==> config.mk <==
export PLATFORM = sky130hd
export DESIGN_NAME = iq_dispatch
export DESIGN_NICKNAME = d
export VERILOG_FILES = /design/src/hw/iq_pkg.sv /design/src/hw/iq_dispatch.sv
export VERILOG_INCLUDE_DIRS = /design/src /design/src/hw
export SDC_FILE = /design/constraint.sdc
export NUM_CORES = 1
export LEC_CHECK = 0
export BUFFER_PORTS_ARGS = -buffer_cell sky130_fd_sc_hd__buf_4
export CORE_AREA = 3 3 218 220
export DETAILED_ROUTE_END_ITERATION = 12
export DIE_AREA = 0 0 221 223
export PLACE_DENSITY = 0.31
export REMOVE_ABC_BUFFERS = 1
export SKIP_LAST_GASP = 1
export SYNTH_ARGS = -nofsm -noshare
export SYNTH_HDL_FRONTEND = slang
export SYNTH_SLANG_ARGS = --single-unit
==> constraint.sdc <==
create_clock -name clock -period 1.9 [get_ports clock]
set_clock_uncertainty 0.2 [all_clocks]
set_input_delay 0.19 -clock clock [delete_from_list [all_inputs] [get_ports clock]]
set_output_delay 0.19 -clock clock [all_outputs]
set_load 0.02 [all_outputs]
==> src/hw/iq_params.svh <==
`ifndef IQ_PARAMS_SVH
`define IQ_PARAMS_SVH

// number of entries held in the instruction queue.
`define IQ_DEPTH 16

// widest decode group accepted in one cycle.
`define IQ_INS_COUNT 4

// widest issue group leaving the queue in one cycle.
`define IQ_EXT_COUNT 4

// reorder-buffer slots, a power of two so the slot counter wraps by itself.
`define IQ_ROB_DEPTH 32

`endif
==> src/hw/iq_pkg.sv <==
`include "iq_params.svh"

package iq_pkg;

  localparam int ROB_SLOT_W = $clog2(`IQ_ROB_DEPTH);

  // operation class carried with every queue entry.
  typedef enum logic [1:0] {
    OP_ALU    = 2'd0,
    OP_LOAD   = 2'd1,
    OP_STORE  = 2'd2,
    OP_BRANCH = 2'd3
  } op_class_e;

  // major opcodes that select a class other than alu.
  typedef enum logic [6:0] {
    OPC_LOAD   = 7'b0000011,
    OPC_STORE  = 7'b0100011,
    OPC_BRANCH = 7'b1100011
  } opcode_e;

  typedef struct packed {
    logic [31:0]           pc;
    logic [31:0]           inst_word;
    logic [ROB_SLOT_W-1:0] rob_slot;
    logic                  stream;     // hardware thread that owns the entry.
    op_class_e             op;
  } iq_entry_t;

endpackage

==> src/hw/iq_dispatch.sv <==
`timescale 1ns/10ps
`include "iq_params.svh"

module iq_dispatch
  import iq_pkg::*;
(
  input  logic                              clock,
  input  logic                              reset_n,
  input  logic                              dec_enable_i,
  input  logic [$clog2(`IQ_INS_COUNT)-1:0]  dec_count_i,
  input  logic [31:0]                       dec_pc_i [`IQ_INS_COUNT],
  input  logic [31:0]                       dec_inst_i [`IQ_INS_COUNT],
  input  logic                              dec_stream_i [`IQ_INS_COUNT],
  input  logic                              full_i,
  output logic                              stall_o,
  output logic                              ins_enable_o,
  output logic [$clog2(`IQ_INS_COUNT)-1:0]  new_count_o,
  output iq_entry_t                         new_elements_o [`IQ_INS_COUNT]
);

  localparam int INS = `IQ_INS_COUNT;

  logic [ROB_SLOT_W-1:0] slot_q;   // slot given to lane 0 of the next accepted group.

  function automatic op_class_e classify(input logic [31:0] inst);
    op_class_e op;
    case (inst[6:0])
      OPC_LOAD:   op = OP_LOAD;
      OPC_STORE:  op = OP_STORE;
      OPC_BRANCH: op = OP_BRANCH;
      default:    op = OP_ALU;
    endcase
    return op;
  endfunction

  // decode holds its group while the queue is near full.
  assign stall_o      = full_i;
  assign ins_enable_o = dec_enable_i & ~full_i;
  assign new_count_o  = dec_count_i;

  always_comb begin
    for (int i = 0; i < INS; i++) begin
      new_elements_o[i].pc        = dec_pc_i[i];
      new_elements_o[i].inst_word = dec_inst_i[i];
      new_elements_o[i].rob_slot  = slot_q + ROB_SLOT_W'(i);  // lanes get consecutive slots.
      new_elements_o[i].stream    = dec_stream_i[i];
      new_elements_o[i].op        = classify(dec_inst_i[i]);
    end
  end

  always_ff @(posedge clock or negedge reset_n) begin
    if (!reset_n) begin
      slot_q <= '0;
    end else if (ins_enable_o) begin
      slot_q <= slot_q + ROB_SLOT_W'(dec_count_i) + ROB_SLOT_W'(1);  // wraps at the rob depth.
    end
  end

endmodule

# Word level (Yosys, flattened, before mapping)
# Cells that the tools add are included.
# totals
word_cells	24
in_bits	266
reg_bits	5
# classes
addsub	5
n_eq_ne	12
bitwise_logic	2
muxes	4
# op_table
cell	count
$eq A7 B2 Y1 const B	4
$eq A7 B6 Y1 const B	4
$eq A7 B7 Y1 const B	4
$pmux W2 S3	4
$add A5 B1 Y5 const B	2
$add A5 B2 Y5 const B	2
$add A5 B2 Y5	1
$and A1 B1 Y1	1
$not A1 Y1	1

# Longest topological paths before layout
# Gate-level depths: netlist of run 1.
# depth
ltp_word	2
ltp_mapped	6
depth_no_buf	6

# Worst setup path after synthesis of run 1
# OpenSTA, ideal clock, no wires.
# synth_path
path_type	register to output
from	reg slot_q[1]
to	out new_elements_o[7] (netlist bit)
required_time_ps	1510
n_path_buf	0
setup_slack_ps	2
stages_incl_launch_ff	5
arrival_ps	1508
path_cell_list	dfrtp_1 -> inv_1 -> ha_1 -> nor2_1 -> xor2_1
# synth_rtl
element	line	rtl
from (decl)	iq_dispatch.sv:23	logic [ROB_SLOT_W-1:0] slot_q;
from (signal assigned)	iq_dispatch.sv:55	slot_q <= slot_q + ROB_SLOT_W'(dec_count_i) + ROB_SLOT_W'(1);
to (decl)	iq_dispatch.sv:18	output iq_entry_t new_elements_o [`IQ_INS_COUNT]

==> metrics.txt, run 1 <==
Initial Util=5.74%; switching pwr=0.00116 W; max_cap viols=0; total power=0.00238 W; dpl ws=0.218 ns; Root Buffer=clkbuf_16; WL met1=2.48 mm; synthesized flop and latch total=5; DPL Wire Length=63.3 mm; layout cells sized above 1=66.5%; antenna diode count=0; Power Density=1100 nW/um^2; via count of the first global-routing pass=1517; Top Ports=558; Net Sw Frac=48.7%; DIE HEIGHT=223 um; internal power=0.00122 W; grt ovf=0; Row Count=78; metal3 WL=20.0 mm; arrival time at the worst endpoint=1.41 ns; first-pass GRT wire length=68.5 mm; RePlAce Congestion=1.03; Worst Tran Pin Value=0.338 ns; IO Port Bufs=93; CP Capture Type=output pin; hold wc startpoint=full_i; worst r2r src=slot_q[0]; Skew-Pair Late Insertion Delay=0.23 ns; VDD IR-drop max=1.32 mV; Netlist cell types=25; area delta synth->final=-17.0%; average cell area after synthesis=7.94 um^2; Longest Clk Path Bufs=2; status=completed; number of clock sinks=5; Comb power frac=73.7%; CP required=1.51 ns; highest layer used for signal routing=met4; Die ar.=49300 um^2; Worst Hold Depth=3; detailed-route DRC error count=0; Antenna Violating Nets Remaining=0; mapped cell area=2610 um^2; post-route setup TNS=0 ns; Routed WL=63.9 mm; core box area=45500 um^2; Largest register FFs=5; R2R Setup Slk=0.20 ns; register area share after synthesis=4.79%; Pleak=0.785 nW; Worst Reg-to-Reg Cells=6; critical setup path kind=flop to output pin; fmax=0.556 GHz; Die Wd=221 um; H-tree levels=1; vias per cell=2.09; setup ws final=0.101 ns; antenna violations before repair=0; post-layout min period=1.80 ns; DRT iter0 DRCs=98; Startpoint Class=flop; hold slack=0.0963 ns; pin count of the biggest net entering global routing=9; total CTS buffers=3; drt pass-1 iters=4; commonest cells after routing, fill and taps aside=buf_4, xnor2_1, ha_1, nand2_1, inv_1; fillers=5444; Flop pwr share=11.6%; Syn Inst Count=329; Final Cycle Share=94.7%; DR vias=1596; routed len/inst=83.6 um; Min-Delay Path Class=input port to flop; max-slew violations=0; routed length on met2=39.9 mm; Clk pwr share=14.7%; Ys Warns=0; Endpoint, Worst Hold=slot_q[0]; Clock Pin Slew Worst Setup and Hold Paths=0.03 ns; R2R Path End=slot_q[1]; CP Max Fanout=5; Global Route Usage Sum=24.9%; Fin. Hold Viols=0; setup repair after global routing missed its margin=no; nets=438; commonest non-fill, non-tap cell in the layout=buf_4; Slew headroom=77.5%; Most flops, register=slot_q; Setup violations, final=0; CTS tree=done; largest registers=slot_q x5
critical path: stages (launching register included):
cell     delay (ns)
dfrtp_1        0.37
buf_4          0.16
ha_1           0.22
nand3_1        0.10
xnor2_1        0.15
buf_4          0.18
cells by family (layout without fill, tap and decap cells):
| family | Yosys count | in the layout | share of synthesized area (%) |
|---|---|---|---|
| buffers and inverters | 274 | 109 | 78.2 |
| muxes | 1 | 1 | 0.383 |
| and+or+nand+nor | 24 | 24 | 6.47 |
| AOI/OAI and AO/OA | 3 | 3 | 1.20 |
| adders and majority gates | 7 | 7 | 3.64 |
| DFF | 5 | 5 | 4.79 |
| xor gates and xnor gates | 15 | 15 | 5.32 |
routing by layer:
layer  track usage, %  vias up
met3             37.4       34
met4             4.53        0
met1             2.51      488
li1                 -      411
met2             56.0      663
met5           0.0978        -
area by class of cell:
| type | instances | area (um^2) | area share [%] |
|---|---|---|---|
| Clock buffer | 4 | 78.8 | 3.64 |
| Inverter | 6 | 22.5 | 1.04 |
| Multi-Input combinational cell | 50 | 444 | 20.5 |
| Sequential cell | 5 | 126 | 5.83 |
| Tap cell | 600 | 751 | 34.6 |
| Timing Repair Buffer | 99 | 746 | 34.4 |
stage by stage:
stage	std cells	utilization (%)	cell area, um^2
2_1_floorplan	61	-	592
3_3_place_gp	758	4.55	2070
3_5_place_dp	758	4.55	2070
4_1_cts	763	4.75	2160
5_1_grt	764	4.77	2170
6_report	764	4.77	2170
power by group through the flow:
| stage | clock network [W] | registers, W | logic (W) |
|---|---|---|---|
| 2_1_floorplan | 0 | 0.000375 | 0.000747 |
| 3_3_place_gp | 0 | 0.000281 | 0.00176 |
| 3_5_place_dp | 0 | 0.000274 | 0.00173 |
| 4_1_cts | 0.000354 | 0.000274 | 0.00175 |
| 5_1_grt | 0.000361 | 0.000289 | 0.00188 |
| 6_report | 0.000350 | 0.000276 | 0.00175 |
cells in the mapped netlist (all sizes together):
cell	n	area [um^2]
mux2i	1	10.0
buf	268	2020
inv	6	22.5
nor2b	2	20.0
and3	4	25.0
o211ai	1	21.3
a21oi	1	5.00
and2	2	12.5
fa	1	20.0
o21ai	1	5.00
xnor2	11	104
nor4b	2	30.0
nor3b	1	7.51
nand4	1	21.3
xor2	4	35.0
nand2	5	18.8
nor3	1	5.00
nand3	3	15.0
ha	6	75.1
nor2	2	7.51
nor4	1	6.26
dfrtp	5	125
timing repair:
| item | CTS | global route |
|---|---|---|
| setup buffers | 0 | 1 |
| gates resized for setup | 0 | 2 |
| endpoints found under the setup margin | 0 | 2 |
| hold endpoints to repair | 5 | 0 |
| hold buffers | 1 | 0 |
how the worst max path moves through the flow:
stage,start,to,cells past startpoint
floorplan,slot_q[0],new_elements_o[7],4
global placement,slot_q[0],slot_q[2],6
detailed placement,slot_q[0],slot_q[2],6
CTS,slot_q[2],new_elements_o[6],4
global route,slot_q[2],new_elements_o[6],4
finish,slot_q[0],new_elements_o[151],5
(Power assumes the default switching activity.)
==> run 2, diff against run 1 <==
- ABC_CLOCK_PERIOD_IN_PS: unset -> 1900
- MAX_ROUTING_LAYER: unset -> met4
- SETUP_SLACK_MARGIN: unset -> 0.2
==> run 2 against run 1 <==
Global-route usage is 0.76 points higher. Non-clock buffer count is 6 higher. First-iteration DRC count down 1.0%. Sequential share of layout area down 0.26 points. Core utilization increased by 0.32 points. Routed wire length about the same. Critical path type unchanged. Largest cell class is now buffers.
==> metrics.txt, run 2 (synthesis results as in run 1) <==
status=completed; vias per cell=2.14; highest layer used for signal routing=met4; DR vias=1648; Worst Tran Pin Value=0.364 ns; max-slew violations=0; grt ovf=0; CP Capture Type=output pin; commonest non-fill, non-tap cell in the layout=buf_4; Slew headroom=75.7%; pin count of the biggest net entering global routing=8; DIE HEIGHT=223 um; fmax=0.585 GHz; crit path capture=new_elements_o[7]; total CTS buffers=3; final instance area=2310 um^2; RePlAce Congestion=1.05; routed length on met2=39.6 mm; hold slack=0.0907 ns; WL met1=3.42 mm; Clock Pin Slew Worst Setup and Hold Paths=0.03 ns; CP Max Fanout=4; CTS tree=done; Die ar.=49300 um^2; Routed WL=64.0 mm; DPL Wire Length=63.3 mm; post-route setup TNS=0 ns; Pleak=0.819 nW; Power Density=1160 nW/um^2; CP required=1.51 ns; Root Buffer=clkbuf_16; Startpoint Class=flop; fin util=5.09%; worst r2r src=slot_q[0]; Skew-Pair Late Insertion Delay=0.23 ns; Row Count=78; R2R Path End=slot_q[1]; critical setup path kind=flop to output pin; dpl ws=0.214 ns; DP Area=2070 um^2; max_cap viols=0; commonest cells after routing, fill and taps aside=buf_4, xnor2_1, nand2_1; CP Launch Point=slot_q[2]; Die Wd=221 um; IO Port Bufs=93; layout cells sized above 1=75.3%; metal3 WL=19.0 mm; antenna violations before repair=1; number of clock sinks=5; setup repair after global routing missed its margin=yes; Min-Delay Path Class=input port to flop; fillers=5430; detailed-route DRC error count=0; R2R Setup Slk=0.26 ns; Longest Clk Path Bufs=2; Worst Reg-to-Reg Cells=6; drt pass-1 iters=3; Worst Hold Depth=3; post-layout min period=1.71 ns; routed len/inst=83.0 um; Fin. Hold Viols=0; setup ws final=0.192 ns; VDD IR-drop max=1.40 mV; Final Cycle Share=89.9%; Largest register FFs=5; Most flops, register=slot_q; DRT iter0 DRCs=97; Antenna Violating Nets Remaining=0; largest registers=slot_q x5; core box area=45500 um^2; first-pass GRT wire length=68.7 mm; nets=444; Initial Util=5.74%; via count of the first global-routing pass=1581; arrival time at the worst endpoint=1.32 ns; Global Route Usage Sum=25.6%; Top Ports=558; H-tree levels=1; area delta synth->final=-11.4%; Setup violations, final=0
[run 2: worst min path at each step]
stage,start,endpoint,slack [ns]
finish,full_i,slot_q[0],0.09
detailed placement,reset_n,slot_q[0],-0.20
global placement,reset_n,slot_q[0],-0.20
floorplan,reset_n,slot_q[0],-0.31
CTS,full_i,slot_q[0],0.09
global route,full_i,slot_q[0],0.1
[run 2: final cells by class]
cell class                      count  area [um^2]  share of cell area (%)
Timing Repair Buffer              105          798                    34.5
Tap cell                          600          751                    32.4
Multi-Input combinational cell     50          531                    22.9
Sequential cell                     5          129                    5.57
Clock buffer                        4         78.8                    3.41
Inverter                            6         25.0                    1.08
Antenna cell                        1         2.50                   0.108
[run 2: per-layer routing]
metal / track usage (%) / up-vias
met5: - / -
met4: 6.19 / 0
met3: 35.4 / 42
met2: 55.3 / 641
met1: 3.68 / 540
li1: - / 425
[run 2: power by group]
group	total [W]	switching, W	internal (W)
combinational	0.00204	0.00108	0.000961
sequential	0.000295	0.000127	0.000169
clock	0.000348	0.0000700	0.000278
total	0.00268	0.00127	0.00141
[run 2: timing repair]
action                                 CTS  global route
hold buffers                             1             0
endpoints found under the hold margin    5             0
resized for setup                       17             7
pin swaps                                4             5
setup endpoints to repair                7             7
buffers inserted                         5             2
[run 2: through the flow]
stage,instances,power [W]
after floorplan,61,0.00112
after global placement,758,0.00203
after detailed placement,758,0.00201
after CTS,768,0.00258
after global routing,771,0.00284
final,771,0.00268
[run 2: critical path, cell delays in order, from the launching register on]
cell     delay (ns)
dfrtp_2        0.40
buf_4          0.14
nand2_1        0.08
nor2_4         0.12
xor2_1         0.17
buf_4          0.17
==> run 3, diff against run 2 <==
- ABC_CLOCK_PERIOD_IN_PS: 1900 -> 1640
- clock period: 1.9 -> 1.64 ns (I/O delays scaled with it)
==> run 3 against run 2 <==
The flow now finishes with violations (setup timing). Worst hold slack worse by 0.023 ns. Sequential share of layout area is 0.15 points lower. First-iteration DRC count is 1.0% higher. Final cell count is 0.39% higher. Setup slack worse by 0.25 ns. Clock power is 17% higher. Critical path depth stayed put. Clock-buffer cell count stayed put. Register-to-register slack worse by 0.25 ns. Core utilization is 0.14 points higher. Critical path type unchanged.
==> metrics.txt, run 3 (synthesis results as in run 1) <==
status=finished, violations left; failing checks=setup timing; Worst Reg-to-Reg Cells=6; Cells after DPL=762; DIE HEIGHT=223 um; met3 usage=35.8%; H-tree levels=1; grt ovf=0; setup ws final=-0.0568 ns; arrival time at the worst endpoint=1.33 ns; Antenna Violating Nets Remaining=0; vias per cell=2.16; Final Cycle Share=103%; worst r2r src=slot_q[0]; largest registers=slot_q x5; Worst Hold Depth=3; Die ar.=49300 um^2; commonest cells after routing, fill and taps aside=buf_4, buf_6, xnor2_1, inv_2, xnor2_2; Power Density=1410 nW/um^2; CP Capture Type=output pin; detailed-route DRC error count=0; max-slew violations=0; global routing's busiest layer=met2; core box area=45500 um^2; Longest Clk Path Bufs=2; final cell count without fillers=774; Die Wd=221 um; routed len/inst=82.9 um; drt pass-1 iters=4; R2R Setup Slk=0.01 ns; fmax=0.589 GHz; pin count of the biggest net entering global routing=8; RePlAce Congestion=1.05; post-layout min period=1.70 ns; hold slack=0.0681 ns; met2 Use GR=54.9%; commonest non-fill, non-tap cell in the layout=buf_4; CTS tree=done; hold wc startpoint=full_i; WP buf/inv=2; Worst Tran Pin Value=0.386 ns; Multi-input gate area=556 um^2; Global Route Usage Sum=25.7%; DR vias=1672; critical setup path kind=flop to output pin; Endpoint, Worst Hold=slot_q[1]; grt met1 use=3.46%; area delta synth->final=-8.91%; total power=0.00335 W; fillers=5456; DPL Wire Length=63.4 mm; Slew headroom=74.3%; Startpoint Class=flop; Initial Util=5.74%; setup repair after global routing missed its margin=yes; Slowest cell on crit path=dfrtp_2; Row Count=78; slowest stage delay, CP=0.41 ns; first-pass GRT wire length=68.7 mm; R2R Path End=slot_q[1]; Largest delay share family, worst path=flip-flops; sequential cell area=129 um^2; nets=447; CP Max Fanout=4; total CTS buffers=3; Cell Chain, Critical Path=inv_2 -> ha_2 -> a21oi_4 -> xnor2_2 -> buf_4; Routed WL=64.2 mm; Top Ports=558; antenna violations before repair=1; IO Port Bufs=93; Most flops, register=slot_q; via count of the first global-routing pass=1587; Skew-Pair Late Insertion Delay=0.23 ns; VDD IR-drop max=1.42 mV; Root Buffer=clkbuf_16; DRT iter0 DRCs=98; Fin. Hold Viols=0; Setup violations, final=6; Clock Pin Slew Worst Setup and Hold Paths=0.03 ns; max_cap viols=0; Pleak=0.859 nW; Min-Delay Path Class=input port to flop; number of clock sinks=5; layout cells sized above 1=80.9%; fin util=5.23%; Largest register FFs=5; CP required=1.28 ns
[run 3: worst min-delay path, stage by stage]
cell and delay (ns):
buf_4 0.10, nor2b_4 0.07, o21ai_1 0.12
[run 3: layout make-up]
type                            count  area share (%)
Antenna cell                        1           0.105
Timing Repair Buffer              108            35.3
Multi-Input combinational cell     50            23.4
Sequential cell                     5            5.42
Inverter                            6           0.947
Tap cell                          600            31.6
Clock buffer                        4            3.31
[run 3: worst max path at each step]
stage              start                   to  slack [ns]  depth (start not counted)
5_1_grt        slot_q[1]    new_elements_o[6]       -0.11                          5
3_5_place_dp   slot_q[0]            slot_q[2]        0.02                          6
6_report       slot_q[1]    new_elements_o[6]       -0.06                          5
3_3_place_gp   slot_q[0]            slot_q[2]        0.03                          6
2_1_floorplan  slot_q[0]            slot_q[1]       -0.47                          6
4_1_cts        slot_q[0]  new_elements_o[151]       -0.06                          5
[run 3: where the power goes]
group          switching, W  internal [W]  leakage (nW)
clock             0.0000831      0.000323        0.0382
combinational       0.00132       0.00128         0.765
sequential         0.000146      0.000195        0.0563
[run 3: metrics by stage]
stage / setup WS, ns / cell area, um^2 / setup TNS (ns)
detailed placement: 0.0161 / 2100 / 0
global route: -0.114 / 2380 / -0.693
finish: -0.0568 / 2380 / -0.208
global placement: 0.0257 / 2100 / 0
CTS: -0.0600 / 2280 / -0.319
floorplan: -0.470 / 592 / -3.47
[run 3: what timing repair did]
item / in CTS / in global routing
gates cloned: 0 / 0
gates resized for setup: 19 / 18
hold endpoints to repair: 5 / 0
hold buffers: 1 / 0
setup buffers: 4 / 2
setup endpoints to repair: 18 / 17
pin swaps: 6 / 7
[run 3: routing by layer]
layer	wire (um)	up-vias
li1	-	434
met1	3210	553
met2	39100	641
met3	19300	44
met4	2590	0
met5	0	-
