===== src/hw/iq_params.svh =====
`ifndef IQ_PARAMS_SVH
`define IQ_PARAMS_SVH

// number of entries held in the instruction queue.
`define IQ_DEPTH 16

// widest decode group accepted in one cycle.
`define IQ_INS_COUNT 4

// widest issue group leaving the queue in one cycle.
`define IQ_EXT_COUNT 4

// reorder-buffer slots, a power of two so the slot counter wraps by itself.
`define IQ_ROB_DEPTH 32

`endif

===== src/hw/iq_pkg.sv =====
`include "iq_params.svh"

package iq_pkg;

  localparam int ROB_SLOT_W = $clog2(`IQ_ROB_DEPTH);

  // operation class carried with every queue entry.
  typedef enum logic [1:0] {
    OP_ALU    = 2'd0,
    OP_LOAD   = 2'd1,
    OP_STORE  = 2'd2,
    OP_BRANCH = 2'd3
  } op_class_e;

  // major opcodes that select a class other than alu.
  typedef enum logic [6:0] {
    OPC_LOAD   = 7'b0000011,
    OPC_STORE  = 7'b0100011,
    OPC_BRANCH = 7'b1100011
  } opcode_e;

  typedef struct packed {
    logic [31:0]           pc;
    logic [31:0]           inst_word;
    logic [ROB_SLOT_W-1:0] rob_slot;
    logic                  stream;     // hardware thread that owns the entry.
    op_class_e             op;
  } iq_entry_t;

endpackage


===== src/hw/iq_issue_select.sv =====
`timescale 1ns/10ps
`include "iq_params.svh"

module iq_issue_select
  import iq_pkg::*;
(
  input  logic                              ext_valid_i [`IQ_EXT_COUNT],
  input  iq_entry_t                         out_elements_i [`IQ_EXT_COUNT],
  output logic                              ext_enable_o,
  output logic [$clog2(`IQ_EXT_COUNT)-1:0]  ext_consumed_o,
  output logic                              issue_valid_o [`IQ_EXT_COUNT],
  output iq_entry_t                         issue_entry_o [`IQ_EXT_COUNT]
);

  localparam int EXT   = `IQ_EXT_COUNT;
  localparam int CON_W = $clog2(EXT);
  localparam int NUM_W = CON_W + 1;

  logic [EXT-1:0]   issue_vec;
  logic [NUM_W-1:0] issue_num;

  always_comb begin
    logic stop;
    logic mem_seen;
    logic is_mem;
    stop      = 1'b0;
    mem_seen  = 1'b0;
    is_mem    = 1'b0;
    issue_num = '0;
    issue_vec = '0;
    for (int i = 0; i < EXT; i++) begin
      is_mem = (out_elements_i[i].op == OP_LOAD) || (out_elements_i[i].op == OP_STORE);
      if (stop || !ext_valid_i[i]) begin
        stop = 1'b1;
      end else if (is_mem && mem_seen) begin
        stop = 1'b1;   // a second memory op waits for the next group.
      end else begin
        issue_vec[i] = 1'b1;
        issue_num    = issue_num + NUM_W'(1);
        mem_seen     = mem_seen | is_mem;
        if (out_elements_i[i].op == OP_BRANCH)
          stop = 1'b1;  // nothing younger than a branch goes with it.
      end
    end
  end

  always_comb begin
    for (int i = 0; i < EXT; i++) begin
      issue_valid_o[i] = issue_vec[i];
      issue_entry_o[i] = out_elements_i[i];
    end
  end

  assign ext_enable_o   = issue_vec[0];
  assign ext_consumed_o = CON_W'(issue_num - NUM_W'(1));  // count minus one, as the buffer expects.

  // issued lanes form an unbroken run starting at lane 0.
  always_comb begin
    a_contiguous_issue: assert ((issue_vec & (issue_vec + EXT'(1))) == '0);
  end

endmodule


===== config.mk =====
export PLATFORM = sky130hd
export DESIGN_NAME = iq_issue_select
export DESIGN_NICKNAME = d
export VERILOG_FILES = /design/src/hw/iq_pkg.sv /design/src/hw/iq_issue_select.sv
export VERILOG_INCLUDE_DIRS = /design/src /design/src/hw
export SDC_FILE = /design/constraint.sdc
export NUM_CORES = 1
export LEC_CHECK = 0
export BUFFER_PORTS_ARGS = -buffer_cell sky130_fd_sc_hd__buf_2
export CAP_MARGIN = 25
export CORE_AREA = 2 2 230 232
export DETAILED_ROUTE_END_ITERATION = 16
export DIE_AREA = 0 0 232 234
export PLACE_DENSITY = 0.32
export SLEW_MARGIN = 20
export SYNTH_ARGS = -nofsm -noshare
export SYNTH_HDL_FRONTEND = slang
export SYNTH_SLANG_ARGS = --single-unit

===== constraint.sdc =====
create_clock -name vclk -period 5
set_input_delay 1 -clock vclk [all_inputs]
set_output_delay 1 -clock vclk [all_outputs]
set_load 0.005 [all_outputs]

* Word level (Yosys, flattened, before mapping)
Cells that the tools add are included.
** Operators by class
- Add/sub/neg operators :: 4
- Eq/ne operators :: 11
- Mux-type cells :: 27
- Bitwise operators :: 2
- Reduce and logical (&&, ||, !) cells :: 13
** Operators with widths (count)
- $mux W1 :: 21
- $eq A2 B2 Y1 const B :: 7
- $mux W2 :: 6
- $eq A2 B1 Y1 const B :: 4
- $logic_or A1 B1 Y1 :: 7
- $add A2 B1 Y2 const B :: 2
- $logic_and A1 B1 Y1 :: 3
- $logic_not A1 Y1 :: 3
- $add A1 B1 Y2 const B :: 1
- $or A1 B1 Y1 :: 2
- $sub A2 B1 Y2 const B :: 1
** Storage, ports and cells
- Bits in registers :: 0
- Input port bits :: 292
- Logic and storage cells :: 57

* Depth between registers and ports, before layout
Gate-level depths: netlist (run 1).
- Depth after elaboration :: 13
- Gate-level depth with buffers :: 7
- Mapped depth without buffers :: 7

* Least setup slack after synthesis (run 1)
Ideal clock, no wire load.
- Kind :: in2out
- From :: in out_elements_i[216] in the netlist's numbering
- To :: out ext_consumed_o[1]
- Arrival time :: 2419 ps
- Slack :: 1581 ps
- Cell stages on the path :: 5
- Path buffers :: 0
- Path through :: ha_1 nand3_1 ha_1 or4_1 nand4_1
** On the way
- Word-level cells in the longest chain between the ends :: 13
- Elaborated cells on any way between the ends :: 34
- Those cells by class :: add/sub: 3; eq/ne: 3; mux: 19; bitwise: 2; reduce/logical: 7
** Ends and longest elaborated chain
- start, declared :: line iq_issue_select.sv:8 : input iq_entry_t out_elements_i [`IQ_EXT_COUNT],
- $eq A2 B1 Y1 or $eq A2 B2 Y1 (tied branches) :: line iq_issue_select.sv:32 : is_mem = (out_elements_i[i].op == OP_LOAD) || (out_elements_i[i].op == OP_STORE);
- $logic_or A1 B1 Y1 :: line iq_issue_select.sv:32
- $mux W1 :: line iq_issue_select.sv:33 : if (stop || !ext_valid_i[i]) begin
- $logic_and A1 B1 Y1 or $or A1 B1 Y1 (tied branches) :: line iq_issue_select.sv:35, iq_issue_select.sv:40
- $mux W2 or $mux W1 (tied branches) :: line iq_issue_select.sv:35 : end else if (is_mem && mem_seen) begin
- $mux W2 or $mux W1 (tied branches) :: line iq_issue_select.sv:33
- $add A2 B1 Y2 (tied with other cells) :: line iq_issue_select.sv:39 : issue_num = issue_num + NUM_W'(1);
- $mux W2 or $mux W1 (tied branches) :: line iq_issue_select.sv:35
- $mux W2 or $mux W1 (tied branches) :: line iq_issue_select.sv:33
- $add A2 B1 Y2 or $logic_and A1 B1 Y1 (tied branches) :: line iq_issue_select.sv:39, iq_issue_select.sv:35
- $mux W2 :: line iq_issue_select.sv:35
- $mux W2 (*) :: line iq_issue_select.sv:33
- $sub A2 B1 Y2 (*) :: line iq_issue_select.sv:55 : assign ext_consumed_o = CON_W'(issue_num - NUM_W'(1));
- end, declared :: line iq_issue_select.sv:10 : output logic [$clog2(`IQ_EXT_COUNT)-1:0] ext_consumed_o,
Mark *: on every way between the ends. The rest lies on a longest branch, timed or not.

* Worst setup path in the final report (run 1)
- From :: in out_elements_i[216] in the netlist's numbering
- To :: out ext_consumed_o[0]
The elaborated chain is that of the path after synthesis.

==> results.json, run 1 <==
{
  "via_per_inst": 1.134,
  "holdWs_ns": 2.000,
  "drtIter0Drc": 18,
  "max-slew-margin-rel": 0.7327,
  "seq_cell_count": 0,
  "vias": 848,
  "hold_class": "input port to output port",
  "cp-end-kind": "output port",
  "place_area_um2": 1270,
  "outcome": "complete, no violations",
  "syn-num-nets": 619,
  "start_kind": "input port",
  "powerDensity_nw_per_um2": 34.58,
  "synth.most_common_cell": "buf_4",
  "finalSetupViolCount": 0,
  "yosysTopAreaCell": "buf_4",
  "synth.yosys.seq_area_share": 0,
  "min_path_cells": 0,
  "synthTopCellsByCount": "290 x buf_4, 4 x ha_1",
  "finish.instance_area_um2": 1270,
  "synth_top_area_frac": 0.8882,
  "rows": 84,
  "holdPathEnd": "issue_entry_o[121]",
  "post-place-cells": 748,
  "grt_pass1_wl_um": 9321,
  "hold_buffers": 0,
  "die_y_um": 234,
  "postSynthAreaPerCell_um2": 7.589,
  "nNetsFinal": 358,
  "grt_use_total": 0.02637,
  "cts_resized": 0,
  "core_um2": 52020,
  "fmax_mhz": 254.3,
  "syn_inst": 323,
  "wl_per_cell_um": 10.98,
  "hpwlAfterDp_um": 6840,
  "synth_area_um2": 2451,
  "rsz0062_at_grt": "no",
  "critPathArrivalTime_ns": 2.93,
  "globalplace.congestion": 0.6581,
  "synth_area_leaders": "buf_4 89%, ha_1 2.0%, a2111oi_4 1.1%",
  "io_buffers": 27,
  "worst_pin_slew_ns": 0.3975,
  "regArea_um2": 0,
  "post_cts_buffers": 0,
  "crit_fanout": 5,
  "antenna_found_initial": 0,
  "dr.pass1.iters": 4,
  "dieWidth_um": 232,
  "grt_start_max_net_pins": 10,
  "stdcell_count": 748,
  "hold_viol": 0,
  "ys_types": 26,
  "route.detailed.drc": 0,
  "fin_crit_ns": 3.933,
  "die_area_um2": 54290,
  "required_ns": 4.00,
  "drv_slew": 0,
  "nClkBuffers": 0,
  "grt-ovfl-total": 0,
  "fin_crit_sh": 0.7865,
  "boundaryPins": 587,
  "first_global_vias": 941,
  "hp-start": "out_elements_i[121]",
  "drv_cap": 0,
  "antennaDiodeCount": 0,
  "start_util": 0.04711,
  "final_util": 0.02441,
  "finalSetupTns_ns": 0,
  "p_leak_nw": 0.2126,
  "vdd_drop_max_uv": 6.804,
  "areaGrowthSynthToFinish_pct": -48.19,
  "ys_warn_count": 0,
  "fillers": 6234,
  "path_class": "input port to output port",
  "drtAntennaViolNets": 0,
  "drive_gt1_frac": 0.5167,
  "drt_wl_total_um": 8213
}
-- layout by cell type (no fill, tap or decap) --
| cell | count |
|---|---|
| nor2_2 | 1 |
| nand4_2 | 1 |
| xnor2_1 | 1 |
| o211ai_1 | 2 |
| or2b_1 | 2 |
| o31ai_1 | 1 |
| nor2_1 | 1 |
| xor2_1 | 1 |
| ha_1 | 4 |
| inv_1 | 1 |
| o22a_2 | 1 |
| nand2b_1 | 1 |
| nor3_1 | 1 |
| maj3_1 | 1 |
| nor2b_1 | 1 |
| nand3_1 | 2 |
| and3b_1 | 2 |
| o2111ai_1 | 1 |
| a2111oi_4 | 1 |
| nand4_1 | 1 |
| a21oi_1 | 1 |
| buf_2 | 27 |
| a21boi_0 | 1 |
| nand2_1 | 2 |
| nand3b_1 | 1 |
| or4_1 | 1 |
-- stage by stage --
stage | worst slack [ns] | total power [mW]
finish | 1.067 | 0.04391
detailed placement | 1.003 | 0.04478
floorplan | 1.581 | 0.2112
global route | 0.9674 | 0.04875
CTS | 1.002 | 0.04495
global placement | 1.066 | 0.04459
-- worst max-delay path, cell delays in order --
cell	delay, ns
buf_2	0.10
ha_1	0.22
nand3b_1	0.24
a2111oi_4	0.40
nand4_2	0.19
and3b_1	0.21
o31ai_1	0.38
buf_2	0.19
-- area by class of cell --
class / instances / area (µm²) / share of cell area
Inverter: 1 / 3.754 / 0.002956
Multi-Input combinational cell: 32 / 270.3 / 0.2128
Tap cell: 688 / 860.8 / 0.6778
Timing Repair Buffer: 27 / 135.1 / 0.1064
-- layer usage --
layer / up-vias / track usage / wire length (µm)
li1: 187 / - / -
met1: 263 / 0.007904 / 1001
met2: 244 / 0.03442 / 3007
met3: 154 / 0.02699 / 2102
met4: 0 / 0.06450 / 2103
met5: - / 0 / 0
-- where the power goes --
group          total, mW  internal (mW)  leakage [nW]  switching, mW
combinational     0.0439         0.0191         0.213         0.0248
clock                  0              0             0              0
sequential             0              0             0              0
total             0.0439         0.0191         0.213         0.0248
-- cells by family after synthesis --
family          Yosys count  share of synthesized area
xor+xnor                  2                   0.007148
buf+inv                 291                     0.8897
fa+ha+maj                 5                    0.02450
simple gates             17                    0.04544
compound gates            8                    0.03318
-- worst max-delay path by stage --
stage | depth (start not counted) | end | startpoint
floorplan | 5 | ext_consumed_o[1] | out_elements_i[216]
global placement | 8 | ext_consumed_o[0] | out_elements_i[216]
detailed placement | 8 | ext_consumed_o[0] | out_elements_i[216]
CTS | 8 | ext_consumed_o[0] | out_elements_i[216]
global route | 8 | ext_consumed_o[0] | out_elements_i[216]
finish | 8 | ext_consumed_o[0] | out_elements_i[216]
No activity file was read; power rests on OpenSTA's default activity.
==> run 2: changes to the inputs <==
--- a/config.mk
+++ b/config.mk
@@ -11,7 +11,7 @@
 export CORE_AREA = 2 2 230 232
 export DETAILED_ROUTE_END_ITERATION = 16
 export DIE_AREA = 0 0 232 234
-export PLACE_DENSITY = 0.32
+export PLACE_DENSITY = 0.33
 export SLEW_MARGIN = 20
 export SYNTH_ARGS = -nofsm -noshare
 export SYNTH_HDL_FRONTEND = slang
==> constraint.sdc (replaced) <==
create_clock -name vclk -period 3.3
set_input_delay 0.66 -clock vclk [all_inputs]
set_output_delay 0.66 -clock vclk [all_outputs]
set_load 0.005 [all_outputs]
==> results.json, run 2 (synthesis results as in run 1) <==
{
  "outcome": "complete, no violations",
  "fmax_mhz": 324.5,
  "powerDensity_nw_per_um2": 52.84,
  "critical_path.max_stage_delay_ns": 0.52,
  "drv_slew": 0,
  "holdWs_ns": 1.320,
  "hpwlAfterDp_um": 7566,
  "comb_power_share": 1.000,
  "multiInputGateArea_um2": 270.3,
  "hold_viol": 0,
  "globalplace.congestion": 0.5666,
  "areaGrowthSynthToFinish_pct": -48.19,
  "drv_cap": 0,
  "route.detailed.drc": 0,
  "max-slew-margin-rel": 0.8087,
  "first_global_vias": 1034,
  "final_util": 0.02441,
  "dr.pass1.iters": 3,
  "die_area_um2": 54290,
  "place_area_um2": 1270,
  "pwr-share-clk": 0,
  "critPathArrivalTime_ns": 2.42,
  "final_common_cell": "buf_2",
  "drive_gt1_frac": 0.5167,
  "crit_fanout": 6,
  "boundaryPins": 587,
  "p_int_mw": 0.02907,
  "post-place-cells": 748,
  "stdcell_count": 748,
  "p_leak_nw": 0.2126,
  "worst_pin_slew_ns": 0.2867,
  "drt_wl_total_um": 8829,
  "finish.instance_area_um2": 1270,
  "antenna_found_initial": 1,
  "wl_per_cell_um": 11.80,
  "grt_start_max_net_pins": 10,
  "drtAntennaViolNets": 0,
  "start_kind": "input port",
  "finalSetupTns_ns": 0,
  "antennaDiodeCount": 0,
  "nClkBuffers": 0,
  "hold_buffers": 0,
  "vdd_drop_max_uv": 15.19,
  "via_per_inst": 1.215,
  "start_util": 0.04711,
  "switching_share": 0.5668,
  "finalSetupViolCount": 0,
  "vias": 909,
  "required_ns": 2.64,
  "cp-end-kind": "output port",
  "core_um2": 52020,
  "cpLargestDelayFamily": "adder cells",
  "fillers": 6227,
  "grt_pass1_wl_um": 10140,
  "layout_common_cells": "27 x buf_2, 4 x ha_1",
  "drtIter0Drc": 25,
  "fin_crit_ns": 3.082,
  "slowest_stage": "or4_1",
  "grt_use_total": 0.02869,
  "cts_resized": 0,
  "rsz0062_at_grt": "no",
  "regArea_um2": 0,
  "nNetsFinal": 358,
  "grt-ovfl-total": 0,
  "p_switching_mw": 0.03803,
  "path_cells": "buf_2, ha_1, nand3_1, ha_1, or4_1, nand4_1, buf_2",
  "timing.critical_path.buf_inv": 2,
  "pwr-share-seq": 0,
  "fin_crit_sh": 0.9339,
  "io_buffers": 27,
  "post_cts_buffers": 0,
  "hold_class": "input port to output port",
  "rows": 84,
  "path_class": "input port to output port",
  "seq_cell_count": 0,
  "dieWidth_um": 232,
  "die_y_um": 234
}
[run 2: cell counts in the layout (fill, tap and decap cells not counted)]
No cell type changed its count.
[run 2: final cells by class]
cell class | count | share of cell area
well taps | 688 | 0.6778
multi-input cells | 32 | 0.2128
repair buffers | 27 | 0.1064
inverters | 1 | 0.002956
[run 2: per-stage QoR]
| stage | power (mW) | setup WS, ns |
|---|---|---|
| 5_1_grt | 0.07654 | 0.08681 |
| 6_report | 0.06710 | 0.2181 |
| 3_5_place_dp | 0.06894 | 0.1842 |
| 4_1_cts | 0.06903 | 0.1871 |
| 2_1_floorplan | 0.3200 | 0.5613 |
| 3_3_place_gp | 0.06782 | 0.2316 |
[run 2: layer usage]
layer  wire [µm]  track usage
met5          13            0
met4        1490      0.04768
met3        2310      0.03040
met2        3934      0.04608
met1        1080     0.009441
[run 2: path summary, 6_finish.rpt]
check           startpoint            endpoint  slack (ns)  cells past startpoint
max    out_elements_i[217]   ext_consumed_o[1]        0.22                      7
min    out_elements_i[105]  issue_entry_o[105]        1.32                      0
[run 2: power groups by stage]
stage	clock network [mW]	logic [mW]	registers, mW
global route	0	0.0765	0
global placement	0	0.0678	0
finish	0	0.0671	0
CTS	0	0.0690	0
detailed placement	0	0.0689	0
floorplan	0	0.320	0
==> run 3: changes to the inputs <==
--- a/config.mk
+++ b/config.mk
@@ -6,12 +6,13 @@
 export SDC_FILE = /design/constraint.sdc
 export NUM_CORES = 1
 export LEC_CHECK = 0
+export ABC_AREA = 1
 export BUFFER_PORTS_ARGS = -buffer_cell sky130_fd_sc_hd__buf_2
 export CAP_MARGIN = 25
-export CORE_AREA = 2 2 230 232
+export CORE_AREA = 2 2 225 227
 export DETAILED_ROUTE_END_ITERATION = 16
-export DIE_AREA = 0 0 232 234
-export PLACE_DENSITY = 0.33
+export DIE_AREA = 0 0 227 229
+export PLACE_DENSITY = 0.34
 export SLEW_MARGIN = 20
 export SYNTH_ARGS = -nofsm -noshare
 export SYNTH_HDL_FRONTEND = slang
==> results.json, run 3 <==
{
  "core_um2": 49660,
  "syn-num-nets": 643,
  "hpwlAfterDp_um": 8493,
  "min_path_cells": 0,
  "hold_buffers": 0,
  "postSynthAreaPerCell_um2": 7.186,
  "grt_pass1_wl_um": 11110,
  "yosysTopAreaCell": "buf_4",
  "fin_crit_ns": 3.091,
  "start_util": 0.05022,
  "drtIter0Drc": 63,
  "seq_cell_count": 0,
  "finish.instance_area_um2": 1300,
  "fillers": 5981,
  "vias": 934,
  "outcome": "complete, no violations",
  "worst_pin_slew_ns": 0.3288,
  "regArea_um2": 0,
  "final_common_cell": "buf_2",
  "vdd_drop_max_uv": 15.24,
  "globalplace.congestion": 0.5618,
  "place_area_um2": 1292,
  "hold_class": "input port to output port",
  "synthTopCellsByCount": "290 x buf_4, 17 x nand2_1, 12 x inv_1, 6 x nand3_1, 5 x nand2_2",
  "grt_start_max_net_pins": 10,
  "path_class": "input port to output port",
  "boundaryPins": 587,
  "die_area_um2": 51980,
  "syn_inst": 347,
  "start_kind": "input port",
  "io_buffers": 27,
  "finalSetupTns_ns": 0,
  "wl_per_cell_um": 13.04,
  "p_total_mw": 0.07614,
  "crit_fanout": 3,
  "drt_wl_total_um": 9870,
  "ys_types": 13,
  "synth_area_leaders": "buf_4 87%, nand2_1 2.6%, ha_1 2.0%",
  "critical_path.max_stage_delay_ns": 0.33,
  "synth_top_area_frac": 0.8731,
  "nClkBuffers": 0,
  "post_cts_buffers": 0,
  "areaGrowthSynthToFinish_pct": -47.87,
  "path_cells": "buf_2, ha_1, nand3_2, ha_1, inv_1, nand3_1, nand2_1, inv_1, nand3_1, nand2_2, nand2_2, nand2_1, nand2_1, buf_2",
  "max-slew-margin-rel": 0.7800,
  "finalSetupViolCount": 0,
  "drv_cap": 0,
  "drv_slew": 0,
  "antenna_found_initial": 1,
  "slowest_stage": "ha_1",
  "cp-end-kind": "output port",
  "dr.pass1.iters": 2,
  "dieWidth_um": 227,
  "rsz0062_at_grt": "no",
  "synth_area_um2": 2494,
  "grt_use_total": 0.03355,
  "drtAntennaViolNets": 0,
  "synth.most_common_cell": "buf_4",
  "fmax_mhz": 323.5,
  "powerDensity_nw_per_um2": 58.57,
  "grt-ovfl-total": 0,
  "fin_crit_sh": 0.9368,
  "required_ns": 2.64,
  "p_leak_nw": 0.3190,
  "route.detailed.drc": 0,
  "synth.yosys.seq_area_share": 0,
  "via_per_inst": 1.234,
  "ys_warn_count": 0,
  "crit_top_cell": "nand2_1",
  "die_y_um": 229,
  "critPathArrivalTime_ns": 2.43,
  "first_global_vias": 1073,
  "hold_viol": 0,
  "nNetsFinal": 382,
  "rows": 82,
  "layout_common_cells": "27 x buf_2, 17 x nand2_1, 12 x inv_1",
  "drive_gt1_frac": 0.4405
}
-- run 3: critical path, delay by kind of cell --
family,cells,cell delay [ns]
adder cells (fa/ha/maj),2,0.64
AND/OR/NAND/NOR,8,0.69
buffers and inverters,4,0.44
-- run 3: cells by family after synthesis --
family	Yosys count	synth area share
XOR/XNOR	1	0.003513
buffers and inverters	302	0.8911
AO/OA/AOI/OAI	2	0.004010
adder cells (fa/ha/maj)	4	0.02007
AND/OR/NAND/NOR	38	0.08128
-- run 3: what timing repair did --
item,in CTS,in global routing
endpoints found under the setup margin,0,2
hold endpoints to repair,0,0
resized for setup,0,1
-- run 3: per-layer routing --
metal	share of wire	vias to the layer above	track usage
li1	-	239	-
met1	0.20	287	0.02013
met2	0.41	272	0.04731
met3	0.24	136	0.03040
met4	0.16	0	0.05167
met5	0	-	0
-- run 3: path summary, 6_finish.rpt --
check | startpoint | endpoint | slack [ns]
worst max-delay path | out_elements_i[144] | ext_consumed_o[1] | 0.21
worst min-delay path | out_elements_i[129] | issue_entry_o[129] | 1.32
-- run 3: where the power goes --
part | leakage (nW) | internal, mW | total (mW) | switching, mW
Combinational | 0.319 | 0.0265 | 0.0761 | 0.0497
Sequential | 0 | 0 | 0 | 0
Clock | 0.00000634 | 0.0000000405 | 0.0000000405 | 0
-- run 3: cell type report --
cell class,instances,area [µm²],share of cell area
timing repair buffer,27,135.1,0.1039
inverter,12,45.04,0.03465
antenna,1,2.502,0.001925
multi-input combinational,45,276.5,0.2127
tap,672,840.8,0.6468
-- run 3: stage by stage --
stage,hold slack (ns),setup slack [ns],utilization,std cells
detailed placement,1.320,0.05207,0.02603,756
finish,1.320,0.2086,0.02618,757
global placement,1.320,0.1303,0.02603,756
floorplan,1.401,0.6869,-,347
CTS,1.320,0.05182,0.02603,756
global route,1.320,0.01676,0.02613,756
